File: src/design/mbus_defines.svh
// Main bus widths and address map
`ifndef MBUS_DEFINES_SVH
`define MBUS_DEFINES_SVH

// Bus widths
`define MBUS_ADDR_W 23
`define MBUS_DATA_W 16
`define ROM_ADDR_W 23

// Storage depths
`define RAM_WORDS_LOG2 15
`define FIFO_DEPTH_LOG2 2

// Address map, all word addresses
// ROM sits below 4 MB
`define ROM_END_WORD 23'h200000
// Work RAM is the top 2 MB, E00000-FFFFFF
`define RAM_PAGE 3'b111
// Bank register page A130xx
`define BANK_PAGE 16'hA130

// Reset values
`define OPEN_BUS_RESET 16'h4E71
`define BANK_SLOTS 8

`endif

File: src/design/mbus_pkg.sv
// Main bus command types
`default_nettype none

`include "mbus_defines.svh"

package mbus_pkg;

	// One word address, read flat or as a banked ROM address
	// Bank view: page is byte 23..22, slot byte 21..19, offset byte 18..1
	typedef union packed {
		logic [`MBUS_ADDR_W-1:0] flat;
		struct packed {
			logic [1:0]  page;
			logic [2:0]  slot;
			logic [17:0] offset;
		} bank;
	} mbus_addr_u;

	typedef enum logic [1:0] {
		REGION_RAM,
		REGION_ROM,
		REGION_BANK,
		REGION_OPEN
	} mbus_region_e;

	typedef struct packed {
		mbus_addr_u              addr;
		logic [`MBUS_DATA_W-1:0] wdata;
		logic                    rnw;
		// Bit 1 is the upper byte
		logic [1:0]              be;
		mbus_region_e            region;
	} mbus_cmd_t;

endpackage

`default_nettype wire

File: src/design/bus_cmd_if.sv
// Command link with four-phase req/ack
`default_nettype none

interface bus_cmd_if import mbus_pkg::*; ();

	logic      req;
	logic      ack;
	mbus_cmd_t cmd;

	modport producer (
		output req,
		output cmd,
		input  ack
	);

	modport consumer (
		input  req,
		input  cmd,
		output ack
	);

endinterface

`default_nettype wire

File: src/design/cmd_fifo.sv
// Command queue
`default_nettype none

`include "mbus_defines.svh"

module cmd_fifo import mbus_pkg::*; (
	input  wire         MCLK,
	input  wire         reset,
	bus_cmd_if.consumer wr,
	bus_cmd_if.producer rd
);

	mbus_cmd_t mem [1 << `FIFO_DEPTH_LOG2];

	// Extra top bit tells full from empty
	logic [`FIFO_DEPTH_LOG2:0] wr_ptr;
	logic [`FIFO_DEPTH_LOG2:0] rd_ptr;
	logic                      empty;
	logic                      full;
	logic                      push;
	logic                      pop;

	assign empty = (wr_ptr == rd_ptr);
	assign full  = (wr_ptr[`FIFO_DEPTH_LOG2] != rd_ptr[`FIFO_DEPTH_LOG2]) &&
		(wr_ptr[`FIFO_DEPTH_LOG2-1:0] == rd_ptr[`FIFO_DEPTH_LOG2-1:0]);

	assign push = wr.req && !wr.ack && !full;
	assign pop  = rd.req && rd.ack;

	always_ff @(posedge MCLK) begin
		if (push)
			mem[wr_ptr[`FIFO_DEPTH_LOG2-1:0]] <= wr.cmd;
	end

	// Head entry stays put until its ack
	assign rd.cmd = mem[rd_ptr[`FIFO_DEPTH_LOG2-1:0]];

	//------------------------------
	// Write side
	//------------------------------
	always_ff @(posedge MCLK) begin
		if (reset) begin
			wr_ptr <= '0;
			wr.ack <= 1'b0;
		end else if (push) begin
			wr_ptr <= wr_ptr + 1'b1;
			wr.ack <= 1'b1;
		end else if (wr.ack && !wr.req) begin
			wr.ack <= 1'b0;
		end
	end

	//------------------------------
	// Read side
	//------------------------------
	always_ff @(posedge MCLK) begin
		if (reset) begin
			rd_ptr <= '0;
			rd.req <= 1'b0;
		end else if (pop) begin
			rd_ptr <= rd_ptr + 1'b1;
			rd.req <= 1'b0;
		end else if (!rd.req && !rd.ack && !empty) begin
			// Previous cycle fully closed
			rd.req <= 1'b1;
		end
	end

endmodule

`default_nettype wire

File: src/flat_wrapper.sv
// flat-port wrapper written by rule: the top's interface ports become plain ports
module cmd_fifo_flat import mbus_pkg::*;
  (MCLK, reset, wr_req, wr_cmd, wr_ack, rd_req, rd_cmd, rd_ack);
  bus_cmd_if wr_i ();
  bus_cmd_if rd_i ();
  input  wire MCLK;
  input  wire reset;
  input wire logic [$bits(wr_i.req)-1:0] wr_req;
  input wire logic [$bits(wr_i.cmd)-1:0] wr_cmd;
  output wire logic [$bits(wr_i.ack)-1:0] wr_ack;
  output wire logic [$bits(rd_i.req)-1:0] rd_req;
  output wire logic [$bits(rd_i.cmd)-1:0] rd_cmd;
  input wire logic [$bits(rd_i.ack)-1:0] rd_ack;
  assign wr_i.req = wr_req;
  assign wr_i.cmd = wr_cmd;
  assign wr_ack = wr_i.ack;
  assign rd_req = rd_i.req;
  assign rd_cmd = rd_i.cmd;
  assign rd_i.ack = rd_ack;
  cmd_fifo u_core (.MCLK(MCLK), .reset(reset), .wr(wr_i), .rd(rd_i));
endmodule
File: config.mk
export PLATFORM = sky130hd
export DESIGN_NAME = cmd_fifo_flat
export DESIGN_NICKNAME = d
export VERILOG_FILES = /design/src/design/mbus_pkg.sv /design/src/design/bus_cmd_if.sv /design/src/design/cmd_fifo.sv /design/src/flat_wrapper.sv
export VERILOG_INCLUDE_DIRS = /design/src /design/src/design
export SDC_FILE = /design/constraint.sdc
export NUM_CORES = 1
export LEC_CHECK = 0
export CAP_MARGIN = 10
export CORE_ASPECT_RATIO = 1.2
export CORE_UTILIZATION = 39
export DETAILED_ROUTE_END_ITERATION = 8
export DONT_BUFFER_PORTS = 1
export SLEW_MARGIN = 20
export SYNTH_ARGS = -nofsm -noshare
export SYNTH_HDL_FRONTEND = slang
export SYNTH_SLANG_ARGS = --single-unit
File: constraint.sdc
create_clock -name MCLK -period 6.9 [get_ports MCLK]
set_input_delay 0.345 -clock MCLK [delete_from_list [all_inputs] [get_ports MCLK]]
set_output_delay 0.345 -clock MCLK [all_outputs]
set_load 0.02 [all_outputs]
* After elaboration in Yosys (flattened, before gate mapping) *
Memory sizes are Yosys's and may differ from the RTL's. A register that Yosys moved wholly into a read port is not among the register bits.
Cells that the tools add are included.
Widths: inputs -> output; s select.

operators by class
  multipliers = 0
  reductions and logical operators = 15
  order comparisons = 0
  shifts and indexed selects = 0
  add/sub/neg operators = 2
  bitwise logic cells = 0
  equal/unequal tests = 3
  multiplexer cells = 6
  div/mod/pow operators = 0

operator list
  cell                 count
  $logic_and 1x1->1    7
  $add 3x1->3 const B  2
  $logic_not 1->1      6
  $mux 1               4
  $mux 2               2
  $eq 3x3->1           1
  $eq 2x2->1           1
  $reduce_bool 2->1    1
  $reduce_or 2->1      1
  $ne 1x1->1           1

word-level totals
  bits in read-only memories = 0
  memory bits (writable) = 176
  input port bits = 48
  memories kept = 1
  logic and storage cells = 31
  output and inout bits = 46
  bits in registers = 8
  latch bits = 0

memory list
  name        words  width  read ports  clocked after Yosys merged registers in  wr ports  RTL line        text
  u_core.mem  4      44     1           1                                        1         cmd_fifo.sv:13  mbus_cmd_t mem [1 << `FIFO_DEPTH_LOG2];

* Longest topological paths before layout *
  depth in word-level cells = 6
  mapped depth = 5
  gate-level depth less buffers = 5

* Least setup slack after synthesis *
No wires, ideal clock.

  path kind = reg2reg
  from = reg u_core.wr_ptr[0]
  to = mem u_core.mem[3][0] in the netlist's numbering (enable)
  required time = 6.428 ns
  buffers on the path = 0
  library setup time = 0.472 ns
  slack = 3.367 ns
  cell stages (with the launch flop) = 3
  arrival time = 3.061 ns
  period minus slack after synthesis = 3.533 ns
  path through = dfxtp_1 xnor2_1 a31oi_1

on the way
  cells in the longest elaborated chain, start to end = 6

RTL lines
  item                      RTL line        text
  start: declaration        cmd_fifo.sv:16  logic [`FIFO_DEPTH_LOG2:0] wr_ptr;
  start signal: assignment  cmd_fifo.sv:46  wr_ptr <= wr_ptr + 1'b1;
  $eq 2x2->1                cmd_fifo.sv:25  (wr_ptr[`FIFO_DEPTH_LOG2-1:0] == rd_ptr[`FIFO_DEPTH_LOG2-1:0]);
  $logic_and 1x1->1         cmd_fifo.sv:24  assign full = (wr_ptr[`FIFO_DEPTH_LOG2] != rd_ptr[`FIFO_DEPTH_LOG2]) &&
  $logic_not 1->1           cmd_fifo.sv:27  assign push = wr.req && !wr.ack && !full;
  $logic_and 1x1->1         cmd_fifo.sv:27
  $mux 1                    cmd_fifo.sv:31  if (push)
  $mux 1                    cmd_fifo.sv:32  mem[wr_ptr[`FIFO_DEPTH_LOG2-1:0]] <= wr.cmd;
  end: declaration          cmd_fifo.sv:13

Several ways; a longest one is shown, not always the timed one.

==> metrics.md <==
| Metric | Value |
|---|---|
| Largest area contributor in the netlist | `edfxtp_1` |
| Status | `finished clean` |
| Post-synth top area share | `76.9%` |
| Fraction of registers with async set/reset | `0%` |
| Yosys Warn Count | `0` |
| CP bufs+invs | `0` |
| EDFF count, synth | `between 150 and 200` |
| Synthesized area | `between 6000 and 7000 um2` |
| Yosys reg bits | `roughly 190` |
| DP Wirelength | `around 6.9 mm` |
| Hold violation total from the final report | `0` |
| Crit-path cells | `mux4_2` |
| Distinct cells, synth | `31` |
| ANT cells | `0` |
| Max-slew violations | `0` |
| Fillcell total | `1430` |
| WHS | `0.0861 ns` |
| Synth area leaders | `edfxtp_1, mux4_2, dfxtp_1` |
| Hold_buf cts | `46` |
| Initial antenna violation count | `1` |
| Maxcap violations | `0` |
| Vias after detailed routing | `~3000` |
| Worst skew pair latency | `approximately 0.42 ns` |
| Unrepaired setup endpoints after global routing | `no` |
| Setup violators final | `0` |
| Via-to-Cell Ratio | `approximately 5.3` |
| Leakage power | `between 2 and 3 nW` |
| Die area | `about 18000 um2` |
| Area growth, synth to finish | `18.9%` |
| CTS Root Buffer Type | `clkbuf_16` |
| Sequential-to-total area share from yosys stat | `79.8%` |
| Skew final | `between 0.007 and 0.008 ns` |
| Max VDD drop | `around 150 uV` |
| Total CTS buffers | `17` |
| IO buf count | `0` |
| Worst-margin pin slew | `0.953 ns` |
| Crit path max fanout | `44` |
| Top-Level Pins | `94` |
| # DRC | `0` |
| Final worst path period share | `between 30% and 40%` |
| Overall Power | `around 2.5 mW` |
| Hold WC Path Type | `primary input to register` |
| Clk sink count | `roughly 190` |
| Syn_nets | `approximately 340` |
| Crit Path Category | `register to output pin` |
| P per Cell Area | `roughly 310 nW/um2` |
| Drt pass-1 iters | `4` |
| Area of the multi-input gates | `~1400 um2` |
| Final ANT Viol Nets | `0` |
| Area taken by flip-flops and latches | `approximately 5500 um2` |
| Syn Area/Cell | `23.6 um2` |
| CP Launch Type | `register` |
| Wire per inst | `between 20 and 25 um` |
| CP delay by family, top | `flip-flops` |
| DRT Wirelength | `12.3 mm` |
| Fmax | `403 MHz` |
| Critical Path AT | `between 2 and 2.5 ns` |
| Clock transition at path regs | `around 0.06 ns` |
| Top_reg_cell synth | `edfxtp_1` |
| First-pass GRT wire length | `between 15 and 20 mm` |
| Die Y-Extent | `around 150 um` |
| Critical Path RT | `roughly 6.6 ns` |
| Top-count cell post-synth | `edfxtp_1` |
| Initial core utilization | `between 40 and 50%` |
| Core area | `17000 um2` |
| Post-Syn Instances | `between 200 and 300` |
| TritonCTS clock tree | `done` |
| Critical path's largest stage delay | `0.97 ns` |
| Gr ovfl total | `0` |
| # resized after CTS | `0` |
| Worst path slowest cell | `dfxtp_4` |
| CP Capture Type | `output pin` |
| GRT Total Usage | `between 10% and 20%` |
| CTS max path bufs | `2` |
| Share of cells above drive strength 1 | `between 20% and 30%` |
| Post-CTS setup buffers | `0` |
| Most frequent cells after synthesis | `edfxtp_1, mux4_2, dfxtp_1` |
| Setup tns final | `0 ns` |
| Layout Nets | `roughly 400` |
| Min Tclk post-route | `approximately 2.5 ns` |
| Worst rel slew slack | `between 30% and 40%` |
| Htree depth | `4` |
| Vias in the first global route | `approximately 3400` |
| Die Wd | `around 120 um` |
| Initial DRC Count | `194` |
| Row count | `52` |
| Final Wtd Congestion | `between 0.7 and 0.8` |
| Largest net degree at the start of global routing | `45` |
==> layer usage <==
layer / vias up / global-route usage (%) / wire [um]
met2: 65 / 24.1 / 6330
met1: 1603 / 17.3 / 4980
li1: 1348 / - / -
met3: 18 / 6.33 / 802
met5: - / 0 / 10
met4: 2 / 5.12 / 172
==> layout by cell type (no fill, tap or decap), drive strengths merged <==
| cell | instances |
|---|---|
| clkbuf | 17 |
| nor4b | 1 |
| nor2b | 2 |
| xnor2 | 3 |
| bufinv | 2 |
| clkinv | 7 |
| and2 | 3 |
| nand3 | 4 |
| edfxtp | 176 |
| dlygate4sd3 | 46 |
| inv | 4 |
| or4 | 1 |
| buf | 5 |
| nand3b | 1 |
| a211o | 1 |
| nand2b | 1 |
| mux4 | 44 |
| a31oi | 3 |
| nor4 | 2 |
| a22oi | 2 |
| nor3b | 1 |
| dfxtp | 10 |
| o21ai | 2 |
| nor3 | 1 |
| clkinvlp | 3 |
| nor2 | 3 |
| nand4 | 2 |
| xor2 | 5 |
| nor4bb | 1 |
| a21oi | 1 |
| nand2 | 3 |
| ha | 5 |
==> sequential cells by signal (all words and copies together), names as in the netlist, named ones only <==
register	count
u_core.rd.req	1
u_core.rd_ptr	3
u_core.wr.ack	1
u_core.wr_ptr	3
u_core.mem	176
==> power by group <==
| part | internal, mW | switching (mW) | total (mW) |
|---|---|---|---|
| Sequential | 1.32 | 0.0351 | 1.35 |
| Clock | 0.526 | 0.395 | 0.920 |
| Combinational | 0.0867 | 0.143 | 0.230 |
| Total | 1.93 | 0.573 | 2.50 |
==> per-stage QoR <==
stage | cells | area (um2) | setup slack, ns | util (%)
finish | 578 | 8170 | 4.42 | 47.9
global route | 578 | 8170 | 4.24 | 47.9
CTS | 578 | 8170 | 4.30 | 47.9
detailed placement | 501 | 7160 | 4.69 | 42.0
global placement | 501 | 7160 | 4.69 | 42.0
floorplan | 291 | 6880 | 3.37 | -
==> cell type report <==
type                       count  share of cell area, %
multi-input combinational     92                   16.5
clock inverter                14                   1.59
sequential                   186                   67.2
inverter                       2                 0.0919
clock buffer                  17                   5.21
tap                          216                   3.31
timing repair buffer          51                   6.09
==> path summary, 6_finish.rpt <==
path | cells after the start | startpoint | slack [ns] | end
setup / recovery | 1 | register | 4.42 | rd_cmd[31]
hold / removal | 1 | wr_req | 0.09 | u_core.wr.ack$_SDFFE_PP0P_
setup reg to reg | 4 | u_core.wr_ptr[0]$_SDFFE_PP0P_ | 4.72 | u_core.mem[0][42]$_DFFE_PP_
hold reg to reg | 2 | u_core.wr_ptr[2]$_SDFFE_PP0P_ | 0.55 | u_core.wr_ptr[2]$_SDFFE_PP0P_
==> kinds of logic after synthesis <==
group	count (synthesis)	share of synthesized area, %
AOI/OAI and AO/OA	9	0.837
xor gates and xnor gates	8	1.02
adders and majority gates	5	0.910
buffers and inverters	13	0.855
DFF	186	79.8
muxes	44	14.4
and+or+nand+nor	26	2.20
(Power assumes the default switching activity.)
