$ cat src/design/mbus_defines.svh
// Main bus widths and address map
`ifndef MBUS_DEFINES_SVH
`define MBUS_DEFINES_SVH

// Bus widths
`define MBUS_ADDR_W 23
`define MBUS_DATA_W 16
`define ROM_ADDR_W 23

// Storage depths
`define RAM_WORDS_LOG2 15
`define FIFO_DEPTH_LOG2 2

// Address map, all word addresses
// ROM sits below 4 MB
`define ROM_END_WORD 23'h200000
// Work RAM is the top 2 MB, E00000-FFFFFF
`define RAM_PAGE 3'b111
// Bank register page A130xx
`define BANK_PAGE 16'hA130

// Reset values
`define OPEN_BUS_RESET 16'h4E71
`define BANK_SLOTS 8

`endif

$ cat src/design/mbus_pkg.sv
// Main bus command types
`default_nettype none

`include "mbus_defines.svh"

package mbus_pkg;

	// One word address, read flat or as a banked ROM address
	// Bank view: page is byte 23..22, slot byte 21..19, offset byte 18..1
	typedef union packed {
		logic [`MBUS_ADDR_W-1:0] flat;
		struct packed {
			logic [1:0]  page;
			logic [2:0]  slot;
			logic [17:0] offset;
		} bank;
	} mbus_addr_u;

	typedef enum logic [1:0] {
		REGION_RAM,
		REGION_ROM,
		REGION_BANK,
		REGION_OPEN
	} mbus_region_e;

	typedef struct packed {
		mbus_addr_u              addr;
		logic [`MBUS_DATA_W-1:0] wdata;
		logic                    rnw;
		// Bit 1 is the upper byte
		logic [1:0]              be;
		mbus_region_e            region;
	} mbus_cmd_t;

endpackage

`default_nettype wire

$ cat src/design/bus_cmd_if.sv
// Command link with four-phase req/ack
`default_nettype none

interface bus_cmd_if import mbus_pkg::*; ();

	logic      req;
	logic      ack;
	mbus_cmd_t cmd;

	modport producer (
		output req,
		output cmd,
		input  ack
	);

	modport consumer (
		input  req,
		input  cmd,
		output ack
	);

endinterface

`default_nettype wire

$ cat src/design/host_bus_port.sv
// Host bus port and region decode
`default_nettype none

`include "mbus_defines.svh"

module host_bus_port import mbus_pkg::*; (
	input  wire                     MCLK,
	input  wire                     reset,
	input  wire                     host_req,
	output logic                    host_ack,
	input  wire [`MBUS_ADDR_W-1:0]  host_addr,
	input  wire [`MBUS_DATA_W-1:0]  host_wdata,
	input  wire                     host_rnw,
	input  wire [1:0]               host_be,
	bus_cmd_if.producer             cmd
);

	mbus_cmd_t cmd_q;
	logic      take;

	function automatic mbus_region_e region_of(input logic [`MBUS_ADDR_W-1:0] addr);
		if (addr[22:20] == `RAM_PAGE)
			return REGION_RAM;
		else if (addr < `ROM_END_WORD)
			return REGION_ROM;
		else if (addr[22:7] == `BANK_PAGE)
			return REGION_BANK;
		else
			return REGION_OPEN;
	endfunction

	// New host cycle only once both handshakes are back at rest
	assign take = host_req && !host_ack && !cmd.req && !cmd.ack;

	always_ff @(posedge MCLK) begin
		if (take) begin
			cmd_q.addr.flat <= host_addr;
			cmd_q.wdata     <= host_wdata;
			cmd_q.rnw       <= host_rnw;
			cmd_q.be        <= host_be;
			cmd_q.region    <= region_of(host_addr);
		end
	end

	assign cmd.cmd = cmd_q;

	//------------------------------
	// Handshakes
	//------------------------------
	always_ff @(posedge MCLK) begin
		if (reset) begin
			cmd.req  <= 1'b0;
			host_ack <= 1'b0;
		end else begin
			if (take) begin
				cmd.req <= 1'b1;
			end else if (cmd.req && cmd.ack) begin
				// Queue has it, release the host
				cmd.req  <= 1'b0;
				host_ack <= 1'b1;
			end
			if (host_ack && !host_req)
				host_ack <= 1'b0;
		end
	end

endmodule

`default_nettype wire

$ cat src/flat_wrapper.sv
// flat-port wrapper written by rule: the top's interface ports become plain ports
module host_bus_port_flat import mbus_pkg::*;
  (MCLK, reset, host_req, host_ack, host_addr, host_wdata, host_rnw, host_be, cmd_req, cmd_cmd, cmd_ack);
  bus_cmd_if cmd_i ();
  input  wire MCLK;
  input  wire reset;
  input  wire host_req;
  output logic host_ack;
  input  wire [`MBUS_ADDR_W-1:0] host_addr;
  input  wire [`MBUS_DATA_W-1:0] host_wdata;
  input  wire host_rnw;
  input  wire [1:0] host_be;
  output wire logic [$bits(cmd_i.req)-1:0] cmd_req;
  output wire logic [$bits(cmd_i.cmd)-1:0] cmd_cmd;
  input wire logic [$bits(cmd_i.ack)-1:0] cmd_ack;
  assign cmd_req = cmd_i.req;
  assign cmd_cmd = cmd_i.cmd;
  assign cmd_i.ack = cmd_ack;
  host_bus_port u_core (.MCLK(MCLK), .reset(reset), .host_req(host_req), .host_ack(host_ack), .host_addr(host_addr), .host_wdata(host_wdata), .host_rnw(host_rnw), .host_be(host_be), .cmd(cmd_i));
endmodule
$ cat config.mk
export PLATFORM = sky130hd
export DESIGN_NAME = host_bus_port_flat
export DESIGN_NICKNAME = d
export VERILOG_FILES = /design/src/design/mbus_pkg.sv /design/src/design/bus_cmd_if.sv /design/src/design/host_bus_port.sv /design/src/flat_wrapper.sv
export VERILOG_INCLUDE_DIRS = /design/src /design/src/design
export SDC_FILE = /design/constraint.sdc
export NUM_CORES = 1
export LEC_CHECK = 0
export BUFFER_PORTS_ARGS = -buffer_cell sky130_fd_sc_hd__buf_4
export CAP_MARGIN = 15
export CORE_ASPECT_RATIO = 0.7
export CORE_MARGIN = 2
export CORE_UTILIZATION = 30
export DETAILED_ROUTE_END_ITERATION = 10
export PLACE_DENSITY = 0.56
export SKIP_CTS_REPAIR_TIMING = 1
export SYNTH_ARGS = -nofsm -noshare
export SYNTH_HDL_FRONTEND = slang
export SYNTH_SLANG_ARGS = --single-unit
$ cat constraint.sdc
create_clock -name MCLK -period 17.1 [get_ports MCLK]
set_clock_uncertainty 0.05 [all_clocks]
set_input_delay 0 -clock MCLK [delete_from_list [all_inputs] [get_ports MCLK]]
set_output_delay 0 -clock MCLK [all_outputs]
set_load 0.03 [all_outputs]
; Yosys cells after proc, flatten, opt, wreduce, memory -nomap -nowiden
; Index checks and enable logic that the tools add are counted.
[word_totals]
reg_bits = 46
[op_classes]
bitwise = 1
reduce_logical = 13
eq_ne = 2
muxes = 4
n_lt_le_gt_ge = 1
[ops]
columns = cell, count
row1 = $lt A23 B22 Y1 const B, 1
row2 = $eq A16 B16 Y1 const B, 1
row3 = $logic_and A1 B1 Y1, 5
row4 = $logic_not A1 Y1, 4
row5 = $mux W1, 4
row6 = $reduce_or A2 Y1, 2
row7 = $eq A3 B3 Y1 const B, 1
row8 = $reduce_and A2 Y1, 1
row9 = $reduce_bool A2 Y1, 1
row10 = $not A1 Y1, 1

; Depth between registers and ports, before layout
; Gate-level depths: netlist of the first run.
[logic_depth]
depth_word = 6
mapped_depth = 3

; Least setup slack after synthesis of the first run
; Ideal clock, no wire load.
[synth_timing]
kind = flip-flop to flip-flop
from = register u_core.cmd.req
to = register u_core.cmd_q (netlist bit u_core.cmd.cmd[0]), enable pin
path_stages_with_launch = 2
t_arrival_ps = 5098
setup_time_ps = 573
slack_ps = 11380
path_buffers = 0
period_less_slack_ps = 5720
t_required_ps = 16477
path_cell_list = dfxtp_1 -> nor4b_1
[synth_via]
elab_chain_len = 3
[synth_lines]
columns = element, line_no
row1 = "start, declared", bus_cmd_if.sv:11  ; output req,
row2 = "start signal, assigned", host_bus_port.sv:52  ; cmd.req <= 1'b0;
row3 = "start signal, assigned", host_bus_port.sv:56  ; cmd.req <= 1'b1;
row4 = "start signal, assigned", host_bus_port.sv:59  ; cmd.req <= 1'b0;
row5 = $logic_not A1 Y1, host_bus_port.sv:33  ; assign take = host_req && !host_ack && !cmd.req && !cmd.ack;
row6 = $logic_and A1 B1 Y1 (2 in series), host_bus_port.sv:33
row7 = via u_core.take, host_bus_port.sv:19  ; logic take;
row8 = "end, declared", host_bus_port.sv:18  ; mbus_cmd_t cmd_q;
; The timed path passes the listed nets, and every way through them passes these cells.
; A chain may end at the register's enable or synchronous reset.

; Worst setup path in the final report of the first run
[layout_timing]
from = register u_core.cmd.req
to = register u_core.cmd_q (netlist bit u_core.cmd.cmd[18]), enable pin
; The elaborated chain is that of the path after synthesis.

==> impl_metrics.json, run 1 <==
{
  "crit_slowest_cell": "buf_4",
  "slew_headroom_pct": 63.0,
  "critPathCaptureType": "flop",
  "async_reset_ff_share_pct": 0,
  "ys_seq_area_share_pct": 93.7,
  "multiInputGateArea_um2": 93.8,
  "worstPathArrival_ns": 1.47,
  "syn_area_um2": 1450,
  "viasPerCell": 4.27,
  "cp-startpoint": "u_core.cmd.req",
  "ys_types": 14,
  "violations": "hold timing",
  "yosysTopAreaCell": "edfxtp_1",
  "synthTopCellsByCount": "edfxtp_1, nand3_1, a21oi_1, dfxtp_1",
  "floorplan.die_area_um2": 5420,
  "yosys.area.top_type_share_pct": 91.0,
  "layout.area.seq_um2": 1360,
  "gp_congestion": 0.706,
  "synthCells": 61,
  "hold_path_class": "input pin to flop",
  "grt-ovfl-total": 0,
  "grt_max_degree": 45,
  "ant_nets": 0,
  "finalPower_uw": 245,
  "worstMarginPinSlew_ns": 0.554,
  "io_buffers": 91,
  "clockBufferDepth": 2,
  "cts.htree.levels": 2,
  "status": "complete, but fails checks",
  "slew_viol_final": 0,
  "crit_chain": "nor4b_2 -> buf_4",
  "fin_hold_ws_ns": -0.000133,
  "hold_violations": 1,
  "cpLargestDelayFamily": "buffers and inverters",
  "cp-start-kind": "flop",
  "vdd_ir_drop_max_mv": 0.0396,
  "wl_per_cell_um": 13.8,
  "root_buffer": "clkbuf_8",
  "hp-start": "host_req",
  "slowest_delay_ns": 0.52,
  "n_antenna_cell": 0,
  "rsz0062_at_grt": "false",
  "grt_pass1_wl_um": 4640,
  "cts_made_buffers": 5,
  "yosys_warnings": 0,
  "worstSetupPathType": "flop to flop",
  "p_per_area_nw_per_um2": 88.0,
  "areaGrowthSynthToFinish_pct": 91.5,
  "period_needed_ns": 1.60,
  "placed_cells_incl_taps": 210,
  "cap_viol_max_count": 0,
  "core_um2": 4730,
  "clk_pin_slew_ns": 0.09,
  "drc": 0,
  "io_pins": 92,
  "synth-seq-cells": 46,
  "grt_pass1_vias": 1009,
  "setup_slack_ns": 15.50,
  "dominantRegCellSynth": "edfxtp_1",
  "vias": 1123,
  "wl_um": 3620,
  "dp_hpwl_um": 2270,
  "dp_slack_ns": 15.50,
  "r2r_start": "u_core.cmd.req",
  "drt_iter0_drc": 26,
  "period_share_pct": 9.36,
  "setup-violations-final": 0,
  "fillers": 390,
  "hold_path_depth": 3,
  "antenna_found_initial": 0,
  "grt.total_usage_pct": 11.3,
  "worst-path-buf-inv": 1,
  "start_util_pct": 30.7,
  "avgSynthCellArea_um2": 23.8,
  "reg2reg_depth": 2,
  "stdcell_count": 263,
  "yosysMostFrequentCell": "edfxtp_1",
  "nets": 251,
  "final_layout_size_suffix_gt1_share_pct": 48.5,
  "rows": 21,
  "rrSetupSlack_ns": 15.50,
  "syn-num-nets": 107,
  "path_max_fanout": 44,
  "firstDrtPassIters": 3,
  "cp.depth": 2,
  "p_leak_uw": 0.00114,
  "chipWidth_um": 87.2,
  "final.setup.tns_ns": 0,
  "fmax_ghz": 0.625,
  "dieHeight_um": 62.2,
  "yosys-top-cells-area": "edfxtp_1, dfxtp_1, nand3_1",
  "synth-edff-count": 44,
  "clock_latency_ns": 0.29,
  "cts_tree": "done",
  "cp.required_ns": 16.97,
  "clock-sinks": 46
}
routing by layer:
metal / vias up / part of all wire [%] / track usage (%)
met3: 0 / 10 / 7.18
met4: 0 / 0 / 3.46
met2: 53 / 51 / 17.2
met5: - / 0 / 0
li1: 531 / - / -
met1: 539 / 38 / 13.2
flip-flops by register name, indices dropped and copies added, names as in the netlist:
name / count
u_core.cmd.cmd: 44
u_core.cmd.req: 1
u_core.host_ack: 1
final cells by class:
type                            count  share of cell area, %
Clock buffer                        6                   2.61
Timing Repair Buffer              137                   41.0
Inverter                            1                  0.135
Sequential cell                    46                   48.9
Multi-Input combinational cell     14                   3.37
Clock inverter                      2                   1.35
Tap cell                           57                   2.56
power by group:
part	internal (uW)	switching, uW	leakage [uW]
Sequential	129	1.48	0.000425
Combinational	19.3	17.3	0.000661
Clock	43.6	33.8	0.0000514
Total	192	52.6	0.00114
worst reg2reg max path, stage by stage, from the launching register on:
cell     delay [ns]
dfxtp_1        0.36
nor4b_2        0.29
buf_4          0.52
cell families after synthesis:
family | count (synthesis) | synth area share, %
AO/OA/AOI/OAI | 4 | 1.90
flip-flops | 46 | 93.7
AND/OR/NAND/NOR | 10 | 4.13
buffers and inverters | 1 | 0.258
path summary, 6_finish.rpt:
path,end
worst max register to register,u_core.cmd.cmd[18]
worst max-delay path,u_core.cmd.cmd[18]
worst min-delay path,u_core.cmd.req
worst min register to register,u_core.cmd.req
placed cells by master, fill, tap and decap left out:
cell type / instances
o21a_1: 1
dfxtp_1: 2
nor3b_1: 1
nor2_1: 1
bufinv_16: 1
nor4_1: 1
clkbuf_1: 1
edfxtp_1: 44
clkinvlp_4: 1
a41o_1: 1
nor4b_2: 1
nor4bb_1: 1
nand2_1: 1
a21oi_1: 2
clkbuf_8: 5
nand3_1: 3
buf_4: 92
nor3_1: 1
inv_1: 1
dlygate4sd3_1: 45
stage by stage:
stage	utilization (%)	area (um2)
2_1_floorplan	-	1450
3_3_place_gp	47.0	2220
3_5_place_dp	47.0	2220
4_1_cts	49.3	2330
5_1_grt	58.8	2780
6_report	58.8	2780
No activity file was read; power rests on OpenSTA's default activity.
==> inputs of run 2 (changes only) <==
- ABC_AREA: unset -> 1
- PLACE_DENSITY: 0.56 -> 0.58
- clock period: 17.1 -> 1.28 ns (I/O delays scaled with it)
==> impl_metrics.json, run 2 <==
{
  "status": "complete, but fails checks",
  "violations": "hold timing, setup timing",
  "dieHeight_um": 63.0,
  "clock_latency_ns": 0.28,
  "yosysMostFrequentCell": "edfxtp_1",
  "nets": 272,
  "antenna_found_initial": 0,
  "synthMuxAreaShare_pct": 0,
  "ys_types": 10,
  "synth_top_family_by_area": "simple AND/OR/NAND/NOR gates",
  "chipWidth_um": 88.3,
  "core_um2": 4780,
  "gp_congestion": 0.739,
  "synthCells": 76,
  "crit_chain": "inv_4 -> nand2_4 -> nor3_4 -> buf_12 -> clkbuf_16",
  "yosys-top-cells-area": "edfxtp_1, dfxtp_1, nor2_1",
  "grt.total_usage_pct": 11.5,
  "synth_compound_gate_area_share_pct": 1.34,
  "firstDrtPassIters": 2,
  "rows": 21,
  "final_layout_size_suffix_gt1_share_pct": 50.2,
  "slowest_delay_ns": 0.36,
  "hold_violations": 1,
  "critPathCaptureType": "flop",
  "cts_made_buffers": 5,
  "worstMarginPinSlew_ns": 0.272,
  "vdd_ir_drop_max_mv": 0.496,
  "worstPathArrival_ns": 1.29,
  "setup-violations-final": 35,
  "hp-start": "cmd_ack",
  "synth-edff-count": 44,
  "clockBufferDepth": 2,
  "cp-start-kind": "flop",
  "grt_max_degree": 34,
  "finalPower_uw": 3360,
  "vias": 1176,
  "worstSetupPathType": "flop to flop",
  "path_max_fanout": 8,
  "grt_pass1_vias": 959,
  "fillers": 362,
  "rsz0062_at_grt": "true",
  "root_buffer": "clkbuf_8",
  "slew_viol_final": 0,
  "fmax_ghz": 0.754,
  "dp_hpwl_um": 2460,
  "io_pins": 92,
  "top_register": "u_core.cmd.cmd",
  "hold_path_class": "input pin to flop",
  "synth-simple-area-share_pct": 5.87,
  "yosysTopAreaCell": "edfxtp_1",
  "synthTopCellsByCount": "edfxtp_1, nor2_1, nand2_1",
  "fin_hold_ws_ns": -0.00658,
  "cp-startpoint": "u_core.host_ack",
  "synth_xor_xnor_area_share_pct": 0,
  "crit_slowest_cell": "dfxtp_4",
  "ant_nets": 0,
  "final_common_cell": "buf_4",
  "n_antenna_cell": 0,
  "avgSynthCellArea_um2": 19.6,
  "viasPerCell": 3.97,
  "clk_pin_slew_ns": 0.08,
  "yosys_warnings": 0,
  "p_per_area_nw_per_um2": 1130,
  "start_util_pct": 31.2,
  "areaGrowthSynthToFinish_pct": 99.6,
  "ys_seq_area_share_pct": 91.3,
  "worst-path-buf-inv": 3,
  "wl_per_cell_um": 12.8,
  "dominantRegCellSynth": "edfxtp_1",
  "io_buffers": 91,
  "clock-sinks": 46,
  "grt_pass1_wl_um": 4600,
  "synth-adder-area-share_pct": 0,
  "async_reset_ff_share_pct": 0,
  "drc": 0,
  "cpLargestDelayFamily": "buffers and inverters",
  "cts.htree.levels": 2,
  "wl_um": 3770,
  "largest_reg_flops": 44,
  "cap_viol_max_count": 0,
  "slew_headroom_pct": 81.8,
  "cp.required_ns": 1.25,
  "top_regs": "u_core.cmd.cmd: 44 flops, u_core.cmd.req: 1 flops, u_core.host_ack: 1 flops",
  "final_design_area_no_fill_um2": 2980,
  "period_needed_ns": 1.33,
  "r2r_start": "u_core.host_ack",
  "grt-ovfl-total": 0,
  "setup_slack_ns": -0.0471,
  "mostFrequentLayoutCells": "buf_4, dlygate4sd3_1, edfxtp_1",
  "cts_tree": "done",
  "synth-seq-cells": 46,
  "floorplan.die_area_um2": 5560,
  "p_leak_uw": 0.00123,
  "drt_iter0_drc": 41,
  "syn_area_um2": 1490,
  "dpl-instance-area_um2": 2310,
  "period_share_pct": 104,
  "syn-num-nets": 122,
  "yosys.area.top_type_share_pct": 88.6
}
run 2: changes by cell type in the layout (fill, tap and decap cells not counted), sizes merged, moves of 2 or more:
cell    delta
a21oi      +2
buf        +4
clkbuf     +2
inv        +5
nand2      +5
nand3      -3
nor2       +9
nor3       +3
run 2: metrics by stage:
stage	util (%)	TNS, ns	cells	setup WS (ns)
global placement	48.2	0	238	0.0222
finish	62.2	-1.33	296	-0.0471
global route	62.2	-2.63	296	-0.0808
detailed placement	48.2	-0.388	238	-0.0131
CTS	50.5	-0.570	246	-0.0228
floorplan	-	-34.54	76	-0.785
run 2: cell type report:
class	count	area [um2]	share of cell area (%)
clock buffer	6	72.6	2.44
clock inverter	2	37.5	1.26
inverter	6	25.0	0.841
multi-input combinational	24	126	4.25
sequential	46	1370	45.9
tap	69	86.3	2.90
timing repair buffer	143	1260	42.4
run 2: path summary, 6_finish.rpt:
path / slack [ns] / to / cells past startpoint
setup / recovery: -0.05 / u_core.cmd.cmd[14] / 5
hold / removal: -0.007 / u_core.host_ack / 3
hold reg to reg: 0.51 / u_core.host_ack / 2
setup reg to reg: -0.05 / u_core.cmd.cmd[14] / 5
run 2: kinds of logic after synthesis:
group / after synthesis
flops: 46
simple gates: 20
buf+inv: 6
compound gates: 4
run 2: worst min-delay path, stage by stage:
cell and delay (ns):
buf_4 0.10, a21oi_1 0.06, nor3_1 0.12
run 2: report_power, final:
part	internal [uW]	total (uW)	switching, uW
registers	1730	1750	21.6
clock network	582	1050	465
logic	305	562	257
total	2610	3360	744
run 2: routing by layer:
metal / wire [um] / vias to the layer above / share of wire [%] / global-route usage [%]
met5: 0 / - / 0 / 0
met4: 36 / 0 / 0.95 / 5.68
met1: 1600 / 539 / 42 / 13.9
li1: - / 579 / - / -
met2: 1820 / 54 / 48 / 17.9
met3: 319 / 4 / 8.5 / 4.49
==> inputs of run 3 (changes only) <==
- ABC_AREA: 1 -> 0
- CORE_ASPECT_RATIO: 0.7 -> 1.5
==> impl_metrics.json, run 3 (synthesis gave the netlist of run 1 again) <==
{
  "wl_um": 3670,
  "rows": 31,
  "cap_viol_max_count": 0,
  "nets": 253,
  "grt_pass1_wl_um": 4610,
  "worstMarginPinSlew_ns": 0.341,
  "cts_tree": "done",
  "cts.htree.levels": 2,
  "antenna_found_initial": 0,
  "io_pins": 92,
  "layout.area.seq_um2": 1370,
  "top_regs": "u_core.cmd.cmd: 44 flops, u_core.cmd.req: 1 flops, u_core.host_ack: 1 flops",
  "grt_max_degree": 33,
  "mostFrequentLayoutCells": "buf_4, dlygate4sd3_1, edfxtp_1",
  "multiInputGateArea_um2": 103,
  "grt-ovfl-total": 0,
  "crit_chain": "nor4b_4 -> buf_12",
  "setup_slack_ns": -0.00979,
  "period_needed_ns": 1.29,
  "hold_violations": 0,
  "root_buffer": "clkbuf_8",
  "grt.total_usage_pct": 12.0,
  "dieHeight_um": 89.2,
  "slew_headroom_pct": 76.9,
  "final_common_cell": "buf_4",
  "start_util_pct": 30.7,
  "cts_made_buffers": 5,
  "slew_viol_final": 0,
  "critPathCaptureType": "flop",
  "clockBufferDepth": 2,
  "final_layout_size_suffix_gt1_share_pct": 49.5,
  "period_share_pct": 101,
  "top_register": "u_core.cmd.cmd",
  "rsz0062_at_grt": "true",
  "worstSetupPathType": "flop to flop",
  "p_per_area_nw_per_um2": 1160,
  "slowest_delay_ns": 0.36,
  "largest_reg_flops": 44,
  "final.setup.tns_ns": -0.133,
  "clk_pin_slew_ns": 0.08,
  "vdd_ir_drop_max_mv": 0.990,
  "path_max_fanout": 32,
  "crit_slowest_cell": "dfxtp_4",
  "cp-start-kind": "flop",
  "wl_per_cell_um": 13.4,
  "drt_iter0_drc": 25,
  "areaGrowthSynthToFinish_pct": 94.8,
  "worstPathArrival_ns": 1.22,
  "viasPerCell": 4.15,
  "firstDrtPassIters": 3,
  "fin_hold_ws_ns": 0.147,
  "n_antenna_cell": 0,
  "gp_congestion": 0.756,
  "status": "complete, but fails checks",
  "ant_nets": 0,
  "clock_latency_ns": 0.29,
  "grt_pass1_vias": 1007,
  "fmax_ghz": 0.775,
  "floorplan.die_area_um2": 5430,
  "setup-violations-final": 21,
  "fillers": 398,
  "chipWidth_um": 60.8,
  "io_buffers": 91,
  "hold_path_class": "input pin to flop",
  "p_leak_uw": 0.00116,
  "clock-sinks": 46,
  "vias": 1137,
  "violations": "setup timing",
  "cp.required_ns": 1.21,
  "drc": 0,
  "core_um2": 4730
}
==> run 3: power breakdown <==
part / leakage (uW) / switching (uW) / internal, uW
clock: 0.0000524 / 451 / 584
sequential: 0.000426 / 19.6 / 1720
combinational: 0.000677 / 237 / 269
total: 0.00116 / 707 / 2580
==> run 3: routing by layer <==
| metal | wire length [um] | up-vias | track usage (%) |
|---|---|---|---|
| li1 | - | 534 | - |
| met1 | 1150 | 540 | 12.0 |
| met2 | 2020 | 55 | 18.0 |
| met3 | 410 | 8 | 8.10 |
| met4 | 96 | 0 | 7.71 |
| met5 | 0 | - | 0 |
==> run 3: area by class of cell <==
class | instances | share of cell area (%)
Clock inverter | 1 | 1.06
Clock buffer | 7 | 2.70
Inverter | 1 | 0.133
Timing Repair Buffer | 139 | 41.3
Multi-Input combinational cell | 14 | 3.63
Tap cell | 66 | 2.92
Sequential cell | 46 | 48.3
==> run 3: through the flow <==
stage	cell area, um2	cells	utilization (%)	setup slack, ns	total power, uW
2_1_floorplan	1470	61	-	-1.10	1940
3_3_place_gp	2270	221	48.0	0.00882	2170
3_5_place_dp	2270	221	48.0	0.00140	2170
4_1_cts	2380	229	50.3	-0.0114	3180
5_1_grt	2830	274	59.8	-0.0628	3390
6_report	2830	274	59.8	-0.00979	3290
==> run 3: worst paths after layout <==
kind,slack (ns),start,depth (start not counted),end
worst min-delay path,0.15,cmd_ack,3,u_core.cmd.cmd[31]
worst max-delay path,-0.01,u_core.host_ack,2,u_core.cmd.cmd[38]
worst max register to register,-0.01,u_core.host_ack,2,u_core.cmd.cmd[38]
worst min register to register,0.50,u_core.cmd.req,2,u_core.host_ack
==> run 3: worst max-delay path: cells and delay by family, from the launching register on <==
| family | cells | cell delay [ns] |
|---|---|---|
| flops | 1 | 0.36 |
| simple gates | 1 | 0.32 |
| buf+inv | 1 | 0.24 |
